==> src/logic/icache_cfg_pkg.sv <==
// ----------------------------------------
// Fixed geometry of 2 ways, 16 sets, 16-byte lines
// Address fields follow tag | index | word offset | byte
// ----------------------------------------
package icache_cfg_pkg;

  // Widths
  localparam int XLEN       = 32;  // Data word
  localparam int PLEN       = 32;  // Byte address

  // Geometry
  localparam int LINE_WORDS = 4;   // Also beats per burst
  localparam int WAYS       = 2;
  localparam int SETS       = 16;

  // Address split
  localparam int BYTE_BITS  = 2;   // Byte in word
  localparam int OFFS_BITS  = 2;   // Word in line
  localparam int IDX_BITS   = 4;   // log2 of SETS
  localparam int TAG_BITS   = PLEN - IDX_BITS - OFFS_BITS - BYTE_BITS;

  typedef logic [XLEN-1:0]      word_t;
  typedef logic [TAG_BITS-1:0]  tag_t;
  typedef logic [IDX_BITS-1:0]  idx_t;
  typedef logic [OFFS_BITS-1:0] offs_t;

  // Word 0 sits in the low bits
  typedef word_t [LINE_WORDS-1:0] line_t;

  // One-hot way select
  typedef logic [WAYS-1:0] way_t;

endpackage
==> src/logic/icache_bus_pkg.sv <==
// ----------------------------------------
// CPU request, bus and fill records
// Bus address is always line aligned
// ----------------------------------------
package icache_bus_pkg;

  // Request opcodes
  typedef enum logic {
    OP_READ  = 1'b0,  // Fetch one word
    OP_FLUSH = 1'b1   // Invalidate whole cache
  } cpu_op_e;

  // CPU side request, held stable while valid waits
  typedef struct packed {
    cpu_op_e                            op;
    logic [icache_cfg_pkg::PLEN-1:0]    adr;  // Byte address of word
  } cpu_req_t;

  // Cache to bus
  typedef struct packed {
    logic                               stb;  // Held until stb_ack
    logic [icache_cfg_pkg::PLEN-1:0]    adr;  // Burst start address
  } bus_req_t;

  // Bus to cache
  typedef struct packed {
    logic                               stb_ack;  // Strobe taken
    logic                               ack;      // One per data beat
    icache_cfg_pkg::word_t              q;        // Beat data
  } bus_rsp_t;

  // Line write from refill into the arrays
  typedef struct packed {
    logic                               we;    // Single cycle pulse
    icache_cfg_pkg::idx_t               idx;
    icache_cfg_pkg::tag_t               tag;
    icache_cfg_pkg::way_t               way;   // One-hot
    icache_cfg_pkg::line_t              line;
  } fill_t;

endpackage

==> src/logic/icache_refill.sv <==
// ----------------------------------------
// One line burst at a time, words in ascending order
// Fill way taken from a free running LFSR
// ----------------------------------------
module icache_refill (
  input  logic                               clk_i,
  input  logic                               rst_ni,

  // Miss from the front-end
  input  logic                               miss_valid_i,  // Held until fill
  input  logic [icache_cfg_pkg::PLEN-1:0]    miss_adr_i,    // Line aligned

  // Bus
  output icache_bus_pkg::bus_req_t           bus_req_o,
  input  icache_bus_pkg::bus_rsp_t           bus_rsp_i,

  // Line write into the arrays
  output icache_bus_pkg::fill_t              fill_o
);

  typedef enum logic [1:0] {
    IDLE,   // Wait for a miss
    REQ,    // Strobe out
    BURST,  // Collect beats
    WRITE   // Fill pulse
  } state_e;

  state_e                             state_q;
  logic [icache_cfg_pkg::PLEN-1:0]    adr_q;    // Captured line address
  icache_cfg_pkg::offs_t              beat_q;   // Beats received
  icache_cfg_pkg::line_t              line_q;   // Line assembly buffer
  logic [6:0]                         lfsr_q;   // Way choice
  logic                               filling;

  assign filling = (state_q != IDLE);

  // ----------------------------------------
  // Burst FSM
  // ----------------------------------------
  always_ff @(posedge clk_i or negedge rst_ni) begin
    if (!rst_ni) begin
      state_q <= IDLE;
      beat_q  <= '0;
    end else begin
      unique case (state_q)
        IDLE:  if (miss_valid_i) state_q <= REQ;
        REQ: begin
          if (bus_rsp_i.stb_ack) begin
            state_q <= BURST;
            beat_q  <= '0;
          end
        end
        BURST: begin
          if (bus_rsp_i.ack) begin
            beat_q <= beat_q + 1'b1;
            // Last beat ends the burst
            if (beat_q == icache_cfg_pkg::offs_t'(icache_cfg_pkg::LINE_WORDS - 1)) begin
              state_q <= WRITE;
            end
          end
        end
        WRITE: state_q <= IDLE;  // One cycle only
        default: state_q <= IDLE;
      endcase
    end
  end

  // Address and line payload
  always_ff @(posedge clk_i) begin
    if (state_q == IDLE && miss_valid_i) adr_q <= miss_adr_i;
    if (state_q == BURST && bus_rsp_i.ack) begin
      // Shift down, newest word enters at the top
      line_q <= {bus_rsp_i.q, line_q[icache_cfg_pkg::LINE_WORDS-1:1]};
    end
  end

  // ----------------------------------------
  // Replacement LFSR
  // ----------------------------------------
  // Frozen during a refill so the way stays put
  always_ff @(posedge clk_i or negedge rst_ni) begin
    if (!rst_ni) begin
      lfsr_q <= '0;
    end else if (!filling) begin
      lfsr_q <= {lfsr_q[5:0], lfsr_q[6] ~^ lfsr_q[5]};
    end
  end

  // ----------------------------------------
  // Outputs
  // ----------------------------------------
  always_comb begin
    bus_req_o.stb = (state_q == REQ);  // Held until stb_ack
    bus_req_o.adr = adr_q;

    fill_o.we   = (state_q == WRITE);
    fill_o.idx  = adr_q[icache_cfg_pkg::BYTE_BITS + icache_cfg_pkg::OFFS_BITS +:
                        icache_cfg_pkg::IDX_BITS];
    fill_o.tag  = adr_q[icache_cfg_pkg::PLEN-1 -: icache_cfg_pkg::TAG_BITS];
    fill_o.way  = icache_cfg_pkg::way_t'(1) << lfsr_q[0];  // Low bit picks the way
    fill_o.line = line_q;
  end

endmodule

==> config.mk <==
export PLATFORM = sky130hd
export DESIGN_NAME = icache_refill
export DESIGN_NICKNAME = d
export VERILOG_FILES = /design/src/logic/icache_cfg_pkg.sv /design/src/logic/icache_bus_pkg.sv /design/src/logic/icache_refill.sv
export SDC_FILE = /design/constraint.sdc
export NUM_CORES = 1
export LEC_CHECK = 0
export ABC_AREA = 0
export BUFFER_PORTS_ARGS = -buffer_cell sky130_fd_sc_hd__buf_2
export CORE_MARGIN = 2
export CORE_UTILIZATION = 50
export DETAILED_ROUTE_END_ITERATION = 10
export PLACE_DENSITY = 0.81
export SYNTH_ARGS = -nofsm -noshare
export SYNTH_HDL_FRONTEND = slang
export SYNTH_SLANG_ARGS = --single-unit
==> constraint.sdc <==
create_clock -name clk_i -period 12.69 [get_ports clk_i]
set_clock_uncertainty 0.2 [all_clocks]
set_input_delay 1.9035 -clock clk_i [delete_from_list [all_inputs] [get_ports clk_i]]
set_output_delay 1.9035 -clock clk_i [all_outputs]
set_load 0.01 [all_outputs]
======== Word-level counts from Yosys, hierarchy flattened ========
Cells that the tools add are included.
storage, ports and cells
  bits in registers ....................... 171
  RAM bits ................................ 0
  memories ................................ 0
  logic and storage cells ................. 34
  bits in read-only memories .............. 0
  input port bits ......................... 69
  latch bits .............................. 0
cells by class
  add/subtract/negate cells ............... 1
  shift operators ......................... 1
  magnitude comparators ................... 0
  $mul .................................... 0
  eq/ne operators ......................... 8
  divide/modulo/power cells ............... 0
  reduce and logical (&&, ||, !) cells .... 7
  multiplexer cells ....................... 8
  bitwise gates (word level) .............. 1
operators by type and width
  operator                                                                  count
  2-bit two-way mux                                                         6
  2-bit case mux with 4 select lines                                        1
  2-bit equality test (second input constant)                               3
  2-bit inequality test (second input constant)                             3
  2-bit case mux with 2 select lines                                        1
  4-bit AND reduction                                                       1
  2-bit nonzero test                                                        2
  3-bit AND reduction                                                       1
  2-bit by 1-bit adder with 2-bit output (second input constant)            1
  2-bit by 1-bit equality test with 1-bit output (second input constant)    1
  1-bit logical AND                                                         2
  2-bit zero test                                                           1
  2-bit by 1-bit inequality test with 1-bit output (second input constant)  1
  1-bit by 1-bit left shift with 2-bit output (first input constant)        1
  1-bit bitwise XNOR                                                        1

======== Logic depth before layout (Yosys ltp) ========
  depth after elaboration ................. 4
  mapped depth ............................ 5
  depth with buffers taken out ............ 5

======== Worst setup path before layout ========
OpenSTA, ideal clock, no wires.
  path kind ............................... input port to flip-flop
  start point ............................. in bus_rsp_i[32] in the netlist's numbering
  end point ............................... reg line_q (netlist bit fill_o[0]) (enable)
  stages .................................. 1
  data arrival time ....................... 4,822 ps
  setup slack ............................. 7,167 ps
  setup time .............................. 502 ps
  required time ........................... 11,988 ps
  path through ............................ and2_1
between the ends
  cells in the longest elaborated chain, start to end .. 1
ends and longest elaborated chain
  element               RTL line             RTL
  from (decl)           icache_refill.sv:15  input icache_bus_pkg::bus_rsp_t bus_rsp_i,
  1-bit logical AND     icache_refill.sv:71  if (state_q == BURST && bus_rsp_i.ack) begin
  to (signal assigned)  icache_refill.sv:73  line_q <= {bus_rsp_i.q, line_q[icache_cfg_pkg::LINE_WORDS-1:1]};
  to (decl)             icache_refill.sv:31  icache_cfg_pkg::line_t line_q;
No other way between the ends.
A chain may end at the register's enable or synchronous reset.

======== Worst setup path in the final report ========
  start point ............................. in bus_rsp_i[32] in the netlist's numbering
  end point ............................... reg line_q (netlist bit fill_o[84]) (enable)
The elaborated chain is that of the path after synthesis.

==> impl_metrics.csv <==
group,metric,value,unit
run_status,status,"completed",
clock_tree,cts_made_buffers,17,
global_route,grt_pass1_wl,14900,um
global_route,grtUsageTotal,0.171,
synthesis,synth_top_area_share,0.853,
worst_setup_path,critPathRequiredTime,12.51,ns
hold_path,worstHoldPathCells,0,
die,start_util,0.515,
worst_setup_path,crit_chain,"buf_2 -> and2_4 -> buf_4",
synthesis,ys_seq_elements,171,
worst_setup_path,crit_type,"in2reg",
synthesis,synthAdderAreaFrac,0.0155,
power_and_ir_drop,power_density,219,nW/um2
sta,setup_tns,0,ns
synthesis,synth_xor_area_frac,0.00155,
routing,dr.first_iter.drc_count,83,
sta,setup_slack,9.02,ns
sta,drv_slew,0,
worst_setup_path,timing.rr.end,"fill_o[84]",
sta,max_freq,272,MHz
clock_tree,cts_resized,0,
clock_tree,insertion_delay,0.41,ns
global_route,antenna_found_initial,0,
die,die_h,110,um
worst_setup_path,crit_slowest_cell,"buf_4",
global_route,grt_pass1_vias,2845,
hold_path,min-delay-path-class,"reg2reg",
worst_setup_path,reg2regPathDepth,4,
power_and_ir_drop,p_leak,3.10,nW
sta,final.min_clock_period,3.67,ns
routing,vias,3009,
synthesis,yosysSeqAreaShare,0.901,
die,core_area,10900,um2
clock_tree,cts_root_buffer,"clkbuf_16",
die,ios,261,
worst_setup_path,slowest_delay,0.89,ns
placed_design,hpwl,8120,um
routing,firstDrtPassIters,4,
clock_tree,htreeDepth,4,
finish,area_growth,33.3,%
clock_tree,cts_tree,"yes",
worst_setup_path,crit_family,"buffers and inverters",
worst_setup_path,start_kind,"primary input",
sta,worst_slew_pin_slew,1.04,ns
worst_setup_path,arrival,3.50,ns
clock_tree,path_clk_slew,0.06,ns
clock_tree,cts_sinks,171,
global_route,grt_max_degree,87,
synthesis,avgSynthCellArea,23.7,um2
synthesis,synth_nets,314,
run,maxCapViolCount,0,
worst_setup_path,reg2reg_from,"state_q[0]",
synthesis,synth_cells,238,
placed_design,gp_congestion,0.784,
synthesis,synth_area_leader_cell,"edfxtp_1",
synthesis,yosys-top-cells-area,"edfxtp_1, dfrtp_1, buf_4, ha_1, mux2_2",
sta,post-route-period-util,0.289,
worst_setup_path,crit_path_end_kind,"flip-flop",
sta,max-slew-margin-rel,0.308,
sta,setup_viol,0,
synthesis,synthMuxAreaShare,0.0164,
die,die_w,110,um
synthesis,synth_compound_area_frac,0.0120,
synthesis,synthSimpleGateAreaFrac,0.00910,
clock_tree,ctsLongestPathBuffers,2,
synthesis,synth_top_family_by_area,"buffers and inverters",
routing,wl_per_cell,17.2,um
sta,rsz0062_at_grt,"false",
synthesis,ys_types,22,
sta,timing.hold.ws,0.243,ns
routing,routed_wl,11000,um
hold_path,hold_path_end,"fill_o[76]",
routing,drc,0,
sta,hold_violations,0,
finish,drive_above_1_share,0.604,
synthesis,yosysWarningCount,0,
routing,vias_per_cell,4.68,
synthesis,synth_area,5640,um2
worst_setup_path,cp_max_fo,86,
placed_design,pre_cts_slack,8.59,ns
power_and_ir_drop,peakVddDrop,0.000119,V
die,rows,38,
clock_tree,hold_buffers,0,
routing,ant_nets,0,
die,die_area,12100,um2
clock_tree,post_cts_buffers,0,
placed_design,io_buffer_count,260,
worst_setup_path,path_buf_inv,2,
finish,fin_nets,565,
hold_path,hold_start,"fill_o[108]",
global_route,grt_overflow,0,
worst_setup_path,reg2reg_setup_slack,9.84,ns
==> metrics by stage <==
step	util	std cells	instance area, um2	total power (W)
2_1_floorplan	-	238	5640	0.00101
3_3_place_gp	0.631	610	6900	0.00111
3_5_place_dp	0.631	610	6900	0.00113
4_1_cts	0.687	642	7510	0.00166
5_1_grt	0.687	642	7510	0.00172
6_report	0.687	643	7510	0.00164
==> area by class of cell <==
class | instances | area [um2]
Antenna cell | 1 | 2.50
Sequential cell | 171 | 5080
Tap cell | 140 | 175
Clock inverter | 15 | 186
Multi-Input combinational cell | 32 | 310
Clock buffer | 17 | 425
Fill cell | 751 | 3420
Timing Repair Buffer | 262 | 1320
Inverter | 5 | 18.8
==> logic make-up (layout without fill, tap and decap cells) <==
family / Yosys count / after routing
AOI/OAI and AO/OA: 7 / 7
xor gates and xnor gates: 1 / 1
adders and majority gates: 7 / 7
buffers and inverters: 35 / 299
DFF: 171 / 171
muxes: 8 / 8
other: 0 / 1
and+or+nand+nor: 9 / 9
==> power breakdown <==
part	switching [W]	internal, W	total (W)	leakage, nW
Sequential	0.0000490	0.000766	0.000815	1.60
Clock	0.000215	0.000314	0.000529	0.300
Combinational	0.000181	0.000117	0.000298	1.20
==> synth_stat cells, drive strengths merged <==
library cell and count:
a221oi 1, a22o 2, and2 2, and2b 1
buf 30, dfrtp 11, edfxtp 160, ha 7
inv 5, mux2 7, mux2i 1, nand2 3
nand2b 1, nor2 1, o21ai 2, o21bai 1
o22ai 1, or2b 1, xnor2 1
==> sequential cells by signal, indices dropped and copies added, names as in the netlist <==
| signal | flops |
|---|---|
| fill_o | 128 |
| adr_q | 32 |
| lfsr_q | 7 |
| beat_q | 2 |
| state_q | 2 |
==> worst max path at each step <==
stage             startpoint          end  slack, ns  cells after the start
2_1_floorplan  bus_rsp_i[32]    fill_o[0]       7.17                      1
3_3_place_gp   bus_rsp_i[32]    fill_o[5]       8.68                      3
3_5_place_dp   bus_rsp_i[32]   fill_o[21]       8.59                      3
4_1_cts        bus_rsp_i[32]   fill_o[84]       9.03                      3
5_1_grt        bus_rsp_i[32]  fill_o[117]       8.90                      3
6_report       bus_rsp_i[32]   fill_o[84]       9.02                      3
==> cell usage in the layout (no fill, tap or decap), types with 2 or more instances in the layout <==
cell type	count
buf_2	260
edfxtp_1	160
clkbuf_16	17
dfrtp_1	11
ha_1	7
mux2_2	6
inv_1	5
inv_6	4
bufinv_16	3
o21ai_0	2
a22o_1	2
nand2_1	2
clkinv_4	2
inv_8	2
clkinv_2	2
buf_4	2
==> layer usage <==
metal  GRT usage  part of all wire  vias up
met5           0                 0        -
met4      0.0813             0.016        0
met3      0.0676             0.087       12
met2       0.277              0.52      146
met1       0.201              0.37     1464
li1            -                 -     1387
No activity file was read; power rests on OpenSTA's default activity.
