**config.mk**
```make
export PLATFORM = sky130hd
export DESIGN_NAME = icache_respond
export DESIGN_NICKNAME = d
export VERILOG_FILES = /design/src/logic/icache_cfg_pkg.sv /design/src/logic/icache_bus_pkg.sv /design/src/logic/icache_respond.sv
export SDC_FILE = /design/constraint.sdc
export NUM_CORES = 1
export LEC_CHECK = 0
export BUFFER_PORTS_ARGS = -buffer_cell sky130_fd_sc_hd__buf_2
export CAP_MARGIN = 20
export CORE_AREA = 2 2 164 166
export CTS_CLUSTER_DIAMETER = 200
export DETAILED_ROUTE_END_ITERATION = 8
export DIE_AREA = 0 0 166 168
export HOLD_SLACK_MARGIN = 0.15
export PLACE_DENSITY_LB_ADDON = 0.12
export SLEW_MARGIN = 20
export SYNTH_ARGS = -nofsm -noshare
export SYNTH_HDL_FRONTEND = slang
export SYNTH_SLANG_ARGS = --single-unit
export TNS_END_PERCENT = 30
```
**constraint.sdc**
```tcl
create_clock -name clk_i -period 2.22 [get_ports clk_i]
set_clock_uncertainty 0.1 [all_clocks]
set_input_delay 0.222 -clock clk_i [delete_from_list [all_inputs] [get_ports clk_i]]
set_output_delay 0.222 -clock clk_i [all_outputs]
set_load 0.1 [all_outputs]
```
**src/logic/icache_cfg_pkg.sv**
```systemverilog
// ----------------------------------------
// Fixed geometry of 2 ways, 16 sets, 16-byte lines
// Address fields follow tag | index | word offset | byte
// ----------------------------------------
package icache_cfg_pkg;

  // Widths
  localparam int XLEN       = 32;  // Data word
  localparam int PLEN       = 32;  // Byte address

  // Geometry
  localparam int LINE_WORDS = 4;   // Also beats per burst
  localparam int WAYS       = 2;
  localparam int SETS       = 16;

  // Address split
  localparam int BYTE_BITS  = 2;   // Byte in word
  localparam int OFFS_BITS  = 2;   // Word in line
  localparam int IDX_BITS   = 4;   // log2 of SETS
  localparam int TAG_BITS   = PLEN - IDX_BITS - OFFS_BITS - BYTE_BITS;

  typedef logic [XLEN-1:0]      word_t;
  typedef logic [TAG_BITS-1:0]  tag_t;
  typedef logic [IDX_BITS-1:0]  idx_t;
  typedef logic [OFFS_BITS-1:0] offs_t;

  // Word 0 sits in the low bits
  typedef word_t [LINE_WORDS-1:0] line_t;

  // One-hot way select
  typedef logic [WAYS-1:0] way_t;

endpackage
```
**src/logic/icache_bus_pkg.sv**
```systemverilog
// ----------------------------------------
// CPU request, bus and fill records
// Bus address is always line aligned
// ----------------------------------------
package icache_bus_pkg;

  // Request opcodes
  typedef enum logic {
    OP_READ  = 1'b0,  // Fetch one word
    OP_FLUSH = 1'b1   // Invalidate whole cache
  } cpu_op_e;

  // CPU side request, held stable while valid waits
  typedef struct packed {
    cpu_op_e                            op;
    logic [icache_cfg_pkg::PLEN-1:0]    adr;  // Byte address of word
  } cpu_req_t;

  // Cache to bus
  typedef struct packed {
    logic                               stb;  // Held until stb_ack
    logic [icache_cfg_pkg::PLEN-1:0]    adr;  // Burst start address
  } bus_req_t;

  // Bus to cache
  typedef struct packed {
    logic                               stb_ack;  // Strobe taken
    logic                               ack;      // One per data beat
    icache_cfg_pkg::word_t              q;        // Beat data
  } bus_rsp_t;

  // Line write from refill into the arrays
  typedef struct packed {
    logic                               we;    // Single cycle pulse
    icache_cfg_pkg::idx_t               idx;
    icache_cfg_pkg::tag_t               tag;
    icache_cfg_pkg::way_t               way;   // One-hot
    icache_cfg_pkg::line_t              line;
  } fill_t;

endpackage

```
**src/logic/icache_respond.sv**
```systemverilog
// ----------------------------------------
// Single stage front-end, responses in order
// Flush takes no stage and gives no response
// ----------------------------------------
module icache_respond (
  input  logic                               clk_i,
  input  logic                               rst_ni,

  // CPU request
  input  logic                               req_valid_i,
  output logic                               req_ready_o,
  input  icache_bus_pkg::cpu_req_t           req_i,

  // Lookup control
  output logic                               rd_en_o,
  output icache_cfg_pkg::idx_t               rd_idx_o,
  output icache_cfg_pkg::tag_t               cmp_tag_o,
  output logic                               flush_o,
  input  logic                               hit_i,
  input  icache_cfg_pkg::line_t              hit_line_i,

  // Refill link
  output logic                               miss_valid_o,
  output logic [icache_cfg_pkg::PLEN-1:0]    miss_adr_o,
  input  icache_bus_pkg::fill_t              fill_i,

  // CPU response
  output logic                               rsp_valid_o,
  input  logic                               rsp_ready_i,
  output icache_cfg_pkg::word_t              rsp_data_o
);

  typedef enum logic [1:0] {
    EMPTY,   // Nothing held
    LOOKUP,  // Arrays read, hit known
    MISS,    // Waiting for refill
    DONE     // Refilled word held
  } stage_e;

  stage_e                             stage_q;
  logic [icache_cfg_pkg::PLEN-1:0]    adr_q;   // Accepted address
  icache_cfg_pkg::word_t              data_q;  // Word from the fill
  icache_cfg_pkg::offs_t              offs;
  logic                               rsp_fire;
  logic                               accept;

  assign offs = adr_q[icache_cfg_pkg::BYTE_BITS +: icache_cfg_pkg::OFFS_BITS];

  // ----------------------------------------
  // Response side
  // ----------------------------------------
  assign rsp_valid_o = (stage_q == LOOKUP && hit_i) || (stage_q == DONE);
  assign rsp_data_o  = (stage_q == DONE) ? data_q : hit_line_i[offs];
  assign rsp_fire    = rsp_valid_o & rsp_ready_i;

  // ----------------------------------------
  // Request side
  // ----------------------------------------
  assign req_ready_o = (stage_q == EMPTY) || rsp_fire;  // Low under back-pressure
  assign accept      = req_valid_i & req_ready_o;

  assign rd_en_o  = accept & (req_i.op == icache_bus_pkg::OP_READ);
  assign flush_o  = accept & (req_i.op == icache_bus_pkg::OP_FLUSH);
  assign rd_idx_o = req_i.adr[icache_cfg_pkg::BYTE_BITS + icache_cfg_pkg::OFFS_BITS +:
                              icache_cfg_pkg::IDX_BITS];

  assign cmp_tag_o = adr_q[icache_cfg_pkg::PLEN-1 -: icache_cfg_pkg::TAG_BITS];

  // Miss held until the fill lands
  assign miss_valid_o = (stage_q == LOOKUP && !hit_i) || (stage_q == MISS);
  assign miss_adr_o   = {adr_q[icache_cfg_pkg::PLEN-1:
                               icache_cfg_pkg::BYTE_BITS + icache_cfg_pkg::OFFS_BITS],
                         {(icache_cfg_pkg::BYTE_BITS + icache_cfg_pkg::OFFS_BITS){1'b0}}};

  // ----------------------------------------
  // Stage FSM
  // ----------------------------------------
  always_ff @(posedge clk_i or negedge rst_ni) begin
    if (!rst_ni) begin
      stage_q <= EMPTY;
    end else if (rd_en_o) begin
      stage_q <= LOOKUP;                   // Stage freed or empty this cycle
    end else if (rsp_fire) begin
      stage_q <= EMPTY;
    end else if (stage_q == LOOKUP && !hit_i) begin
      stage_q <= MISS;
    end else if (stage_q == MISS && fill_i.we) begin
      stage_q <= DONE;
    end
  end

  // Address and refill word
  always_ff @(posedge clk_i) begin
    if (rd_en_o) adr_q <= req_i.adr;
    if (stage_q == MISS && fill_i.we) data_q <= fill_i.line[offs];
  end

endmodule

```
# == Yosys cells after proc, flatten, opt, wreduce, memory -nomap -nowiden ==
# Index checks and enable logic that the tools add are counted.
# totals
reg_bits,66
latchBits,0
mem_bits_rw,0
mem_bits_ro,0
inputBits,325
output_inout_bits,97
word_cells,30
memories,0
# classes
addsub,0
mul,0
div,0
order_cmp,1
eq_ne,3
n_shift,0
n_mux,9
bitwise,5
reduce_logical,9
# ops
operator,n
$bmux 32 s2,2
$mux 32,3
$mux 2,4
$and 1x1->1,4
$eq 2x2->1 const B,2
$reduce_bool 4->1,1
$logic_and 1x1->1,3
$logic_or 1x1->1,3
$lt 2x3->1 const B,1
$eq 2x1->1 const B,1
$logic_not 2->1,1
$logic_not 1->1,1
$not 1->1,1

# == Depth between registers and ports, before layout ==
# Gate-level depths: netlist of the first run.
# depth
ltp_word,8
mapped_depth,5
depth_no_buf,3

# == Least setup slack after synthesis of the first run ==
# No wires, ideal clock.
# synth_path
path_type,reg-to-reg
from,register stage_q[1]
to,"register adr_q[10] in the netlist's numbering, enable pin"
setup_ps,424
t_arrival_ps,3822
t_required_ps,1696
path_slack_ps,-2126
path_stages_with_launch,4
path_buffers,0
synth_period_minus_slack_ps,4346
path_cell_list,dfrtp_1 -> nor2b_1 -> a21oi_1 -> and3_1
# synth_between
elab_chain_cells,7
word_cells_on_any_way,9
classes_between,eq/ne: 2; bitwise: 3; reduce/logical: 4
# synth_lines
element,line_no,rtl
from (decl),icache_respond.sv:40,stage_e stage_q;
from (signal assigned),icache_respond.sv:80,stage_q <= EMPTY;
from (signal assigned),icache_respond.sv:82,stage_q <= LOOKUP;
from (signal assigned),icache_respond.sv:84,stage_q <= EMPTY;
$eq 2x1->1,icache_respond.sv:52,assign rsp_valid_o = (stage_q == LOOKUP && hit_i) || (stage_q == DONE);
$logic_and 1x1->1,icache_respond.sv:52,
$logic_or 1x1->1,icache_respond.sv:52,
$and 1x1->1,icache_respond.sv:54,assign rsp_fire = rsp_valid_o & rsp_ready_i;
$logic_or 1x1->1 *,icache_respond.sv:59,assign req_ready_o = (stage_q == EMPTY) || rsp_fire;
via req_ready_o,icache_respond.sv:11,"output logic req_ready_o,"
$and 1x1->1 *,icache_respond.sv:60,assign accept = req_valid_i & req_ready_o;
$and 1x1->1 *,icache_respond.sv:62,assign rd_en_o = accept & (req_i.op == icache_bus_pkg::OP_READ);
via rd_en_o,icache_respond.sv:15,"output logic rd_en_o,"
to (signal assigned),icache_respond.sv:94,if (rd_en_o) adr_q <= req_i.adr;
to (decl),icache_respond.sv:41,logic [icache_cfg_pkg::PLEN-1:0] adr_q;
# Mark *: on every way through the listed nets, which the timed path passes. The rest lies on a longest branch.
# A chain may end at the register's enable or synchronous reset.

# == Worst setup path in the final report of the first run ==
# layout_path
from,register adr_q[2] in the netlist's numbering
to,output rsp_data_o[6]
# layout_between
elab_chain_cells,3
# layout_lines
element,line_no,rtl
$bmux 32 s2,icache_respond.sv:53,assign rsp_data_o = (stage_q == DONE) ? data_q : hit_line_i[offs];
$mux 32 (not written as such),icache_respond.sv:53,
$mux 32,icache_respond.sv:53,
to (decl),icache_respond.sv:30,output icache_cfg_pkg::word_t rsp_data_o
# No other way between the ends. The select of a mux whose other input is x is not followed.

==> results.txt, run 1 <==
CTS Buffer Depth - 2
Synth Area per Inst - 14.0 sq um
Vias/cell - 4.11
Post-synth top area share - 40.6%
Failing checks - setup timing
CP Cell Sequence - buf_6 -> buf_12 -> buf_8 -> mux2i_2 -> a221oi_4 -> buf_12
Gate Count Post-Synth - 328
CTS tree - built
Peak VDD IR - 0.523 mV
Fillers - 2,638
Remaining DRCs - 0
Most used cell along the critical path - buf_12
Input/output buffers - 385
Area of the multi-input gates - 2440 sq um
CP required - 1.90 ns
Ranking of synthesized cells by area - edfxtp_1, mux4_2, mux2i_1, buf_4, a221oi_2
Hold Crit Class - input port to flop
Type of element launching the critical path - flop
Critical path's largest stage delay - 0.40 ns
Routed vias - 4,354
Final wirelength - 19,400 um
Crit path max fanout - 15
CTS H-tree lvls - 3
Largest net degree at the start of global routing - 33
Core area - 26,400 sq um
DR WL met3 - 1430 um
Leading area contributor after synthesis - edfxtp_1
Synth unique cells - 23
Fin crit period - 2.23 ns
Grt total ovfl - 0
Hold WS - 0.188 ns
Dpl hpwl - 15,200 um
Clock Latency Late Sink - 0.33 ns
Final hold viol count - 0
Die width - 166 um
Ports - 422
Crit. End Element - output port
Setup CP Type - flop to output port
RSZ-0062 raised after global routing - true
Setup violators final - 2
Max-cap violation count - 0
Period utilization - 101%
Power Dens Cells - 1080 nW/um^2
Status - complete, but fails checks
Top sig layer - met5
Total GRT Usage - 13.4%
Clk slew on worst S/H paths - 0.06 ns
Fmax - 0.448 GHz
Initial DRC count - 117
Seq cells post-synth - 64
CTS sink count - 64
Register area share after synthesis - 41.6%
Antenna viol nets, final - 0
P_leak - 3.71 nW
Vias in the first global route - 4,602
Starting Density - 17.4%
Synthesized cell area - 4590 sq um
Area growth from synthesis to layout - 80.4%
Count of pins over their slew limit - 0
# rows - 60
DRT met1 WL - 7290 um
Share of post-route cells with drive strength above 1 - 72.8%
CP arrival - 1.91 ns
Register area - 1910 sq um
Die area - 27,900 sq um
Die height - 168 um
Setup slack after layout - -0.0117 ns
First-pass GRT wire length - 27,600 um
Num CTS Buffers - 9
WL per Instance - 18.4 um
CP max stage cell - edfxtp_1
Final TNS setup - -0.0138 ns
Met2 routed WL - 10,300 um
Initial DRT Pass Iterations - 4
Synth Warn # - 0
NumNets Final - 1,037
Initial antenna violation count - 3
Clock Root Buffer - clkbuf_16
Final Wtd Congestion - 0.936
[per-layer routing]
layer / vias to the layer above / global-route usage [%]
li1: 2003 / -
met1: 2068 / 14.8
met2: 257 / 25.0
met3: 22 / 3.13
met4: 4 / 4.65
met5: - / 0
[sequential cells by signal (all words and copies together) (netlist names)]
name     cells
data_q      32
stage_q      2
adr_q       30
[layout make-up]
class                           count  share of cell area (%)
Inverter                            3                   0.136
Timing Repair Buffer              455                    38.6
Clock inverter                      6                   0.725
Sequential cell                    64                    23.1
Multi-Input combinational cell    179                    29.5
Antenna cell                        1                  0.0302
Tap cell                          341                    5.15
Clock buffer                       10                    2.76
[cells by family after synthesis]
family | share of synthesized area, %
multiplexers | 29.7
AO/OA/AOI/OAI | 11.3
AND/OR/NAND/NOR | 3.52
other | 0.0817
buffers and inverters | 13.8
flip-flops | 41.6
[placed cells by master (no fill, tap or decap), drive strengths merged, types with 3 or more instances in the layout]
master | Yosys | layout
buf | 78 | 419
conb | 1 | 4
edfxtp | 62 | 62
dlygate4sd3 | 0 | 35
clkinv | 0 | 3
a221oi | 32 | 32
mux2i | 64 | 64
inv | 3 | 3
a21oi | 3 | 3
clkbuf | 7 | 11
mux4 | 32 | 32
nor2 | 33 | 33
[worst max-delay path: cells and delay by family, from the launching register on]
kind                   cells  cell delay [ns]
AOI/OAI and AO/OA          1             0.33
buffers and inverters      4             0.66
DFF                        1             0.40
muxes                      1             0.17
[through the flow]
| step | power (W) | cells | util [%] | setup WS, ns | area (sq um) |
|---|---|---|---|---|---|
| after floorplan | 0.00552 | 331 | - | -0.482 | 4640 |
| after global placement | 0.00713 | 990 | 27.0 | 0.206 | 7100 |
| after detailed placement | 0.00714 | 990 | 27.0 | 0.191 | 7100 |
| after CTS | 0.00905 | 1055 | 31.1 | -0.0245 | 8200 |
| after global routing | 0.00931 | 1059 | 31.4 | -0.0916 | 8280 |
| final | 0.00898 | 1059 | 31.4 | -0.0117 | 8280 |
[synthesized netlist by cell type]
cell       instances
buf_2              9
conb_1             1
mux2i_1           64
o2bb2ai_1          1
a21oi_1            3
inv_1              3
and2_1             2
a221oi_2          30
mux4_2            32
a21o_1             1
nand2_2            1
buf_6              7
nor2_1            33
o21ai_0            2
a31o_2             1
dfrtp_1            2
clkbuf_1           5
a221oi_1           2
nor2b_1            1
edfxtp_1          62
and3_1             2
clkbuf_4           2
buf_4             62
[final timing paths]
path                             from       endpoint  slack [ns]  cells after the start
min                        fill_i[90]     data_q[26]        0.19                      2
max in group asynchronous      rst_ni     stage_q[1]        1.23                      3
max                          adr_q[2]  rsp_data_o[6]       -0.01                      6
max reg2reg                  adr_q[2]      data_q[0]        0.34                      4
min in group asynchronous      rst_ni     stage_q[0]        0.65                      3
min reg2reg                stage_q[1]     stage_q[1]        0.50                      2
[where the power goes]
group	switching [W]	leakage [nW]	internal, W
sequential	0.0000865	0.593	0.00157
combinational	0.00393	2.97	0.00197
clock	0.000551	0.138	0.000864
total	0.00457	3.71	0.00441
[what timing repair did]
action,CTS,global route
cloned,2,0
hold buffers,35,0
setup buffers,12,4
gates resized for setup,40,11
endpoints found under the setup margin,32,28
endpoints found under the hold margin,34,0
pin swaps,15,8
(Power assumes the default switching activity.)
==> run 2: changes to the inputs <==
CORE_AREA = 2 2 165 167   (was 2 2 164 166)
DIE_AREA = 0 0 167 169   (was 0 0 166 168)
clock period = 2.48 ns   (was 2.22 ns; I/O delays follow)
==> results.txt, run 2 (same netlist as run 1, synthesis figures left out) <==
Status - finished, final reports clean
NumNets Final - 1,025 (-1.2%)
Dpl hpwl - 15,500 um (+2.4%)
Initial DRT Pass Iterations - 4 (unchanged)
CTS Buffer Depth - 2 (unchanged)
Setup CP Type - flop to output port
Die area - 28,200 sq um (+1.2%)
Placed cell areas - 7060 sq um (-0.58%)
Comb pwr share - 63.8% (-1.9 points)
CTS sink count - 64 (unchanged)
Initial antenna violation count - 3 (unchanged)
Rel. slew slack - 65.2%
Most frequent cells in the layout - buf_2, mux2i_1, edfxtp_1, buf_12, dlygate4sd3_1
Input/output buffers - 385 (unchanged)
Power Dens Cells - 983 nW/um^2 (-9.3%)
Share of power burned in registers - 19.7% (+1.2 points)
Crit path max fanout - 32 (+17)
Final Instance Area - 7750 sq um (-6.5%)
Type of element launching the critical path - flop
Largest net degree at the start of global routing - 33 (unchanged)
CTS H-tree lvls - 3 (unchanged)
Final Wtd Congestion - 0.919 (-1.7%)
CP required - 2.13 ns (+0.23 ns)
Clock Latency Late Sink - 0.33 ns (about the same)
Biggest register - data_q
Clock Root Buffer - clkbuf_16
Remaining DRCs - 0 (unchanged)
Hold Crit Class - input port to flop
Fin crit period - 2.36 ns
Clk slew on worst S/H paths - 0.06 ns (about the same)
Final TNS setup - 0 ns (+0.0138 ns)
Max-cap violation count - 0 (unchanged)
Count of pins over their slew limit - 0 (unchanged)
Initial DRC count - 104 (-11%)
Total GRT Usage - 13.1% (-0.26 points)
CP arrival - 2.01 ns (+0.10 ns)
# rows - 60 (unchanged)
Die height - 169 um (+0.60%)
Fmax - 0.424 GHz
Final cell count without fillers - 1,046 (-1.2%)
First-pass GRT wire length - 27,400 um (-0.50%)
Final hold viol count - 0 (unchanged)
WL per Instance - 18.2 um (-0.72%)
Switching pwr - 0.00392 W (-14%)
Placed Cells incl. Taps - 991 (+0.10%)
Share of post-route cells with drive strength above 1 - 70.2% (-2.6 points)
Vias/cell - 4.05 (-1.4%)
Core area - 26,500 sq um (+0.57%)
Tot Pwr - 0.00762 W (-15%)
Internal power - 0.00369 W (-16%)
Routed vias - 4,239 (-2.6%)
CTS tree - built
Die width - 167 um (+0.60%)
Slew @ Worst Pin - 0.526 ns
RSZ-0062 raised after global routing - true
Switching share of power - 51.5% (+0.61 points)
Reg2reg start - stage_q[0]
Grt total ovfl - 0 (unchanged)
Period utilization - 95.1%
Hold WS - 0.205 ns (+0.0166 ns)
Antenna viol nets, final - 0 (unchanged)
# diodes - 0 (-1)
Most common library cell in the layout ignoring fill and taps - buf_2
P_leak - 3.53 nW (-4.7%)
Hold path start - fill_i[7]
Ports - 422 (unchanged)
Setup violators final - 0 (-2)
Crit. End Element - output port
Num CTS Buffers - 9 (unchanged)
Starting Density - 17.3% (-0.099 points)
Clock Power Share - 16.6% (+0.8 points)
Largest regs - data_q: 32 flops, adr_q: 30 flops, stage_q: 2 flops
Peak VDD IR - 0.642 mV (+23%)
Vias in the first global route - 4,541 (-1.3%)
Largest register FFs - 32 (unchanged)
Final wirelength - 19,100 um (-1.9%)
Area growth from synthesis to layout - 68.8%
CP Launch Point - adr_q[2]
## run 2: cell count changes in the layout (fill, tap and decap cells not counted), moves of 2 or more
cell and change:
a221oi_2 +25, a221oi_4 -25, mux2i_1 +14, mux2i_2 -13, buf_6 -4, buf_12 -3, buf_4 -2
## run 2: path summary, 6_finish.rpt
kind	end	slack [ns]	cells after the start
min in group asynchronous	stage_q[0]	0.68	3
worst min-delay path	data_q[7]	0.20	2
worst min register to register	stage_q[1]	0.52	2
worst max register to register	stage_q[0]	0.46	5
worst max-delay path	rsp_data_o[0]	0.12	5
max in group asynchronous	stage_q[1]	1.47	3
## run 2: timing repair
item,CTS,global route
endpoints found under the setup margin,26,3
endpoints found under the hold margin,34,0
hold buffers,35,0
resized for setup,1,1
pin swaps,1,1
buffers inserted,4,0
## run 2: final cells by class
class	count	area (sq um)
Clock buffer	10	229
Clock inverter	6	60.1
Fill cell	2719	18800
Inverter	3	11.3
Multi-Input combinational cell	179	2100
Sequential cell	64	1910
Tap cell	341	427
Timing Repair Buffer	443	3010
## run 2: per-layer routing
layer	global-route usage [%]	share of wire, %
met3	3.65	7.8
met4	3.07	1.1
met2	24.1	52
met1	15.0	39
met5	0	0.22
## run 2: worst max-delay path: stages, from the launching register on
cell and delay [ns]:
edfxtp_1 0.40, buf_12 0.18, buf_12 0.24, mux2i_1 0.17, a221oi_2 0.40, buf_12 0.22
## run 2: power groups by stage
| stage | sequential, W | combinational (W) | clock (W) |
|---|---|---|---|
| global placement | 0.00151 | 0.00482 | 0 |
| detailed placement | 0.00151 | 0.00482 | 0 |
| floorplan | 0.00149 | 0.00344 | 0 |
| CTS | 0.00150 | 0.00492 | 0.00132 |
| finish | 0.00150 | 0.00486 | 0.00126 |
| global route | 0.00151 | 0.00503 | 0.00137 |
## run 2: metrics by stage
step | utilization (%) | setup WS, ns
detailed placement | 26.7 | 0.181
global route | 29.2 | -0.00400
finish | 29.2 | 0.122
CTS | 29.2 | 0.0624
floorplan | - | -0.250
global placement | 26.7 | 0.205
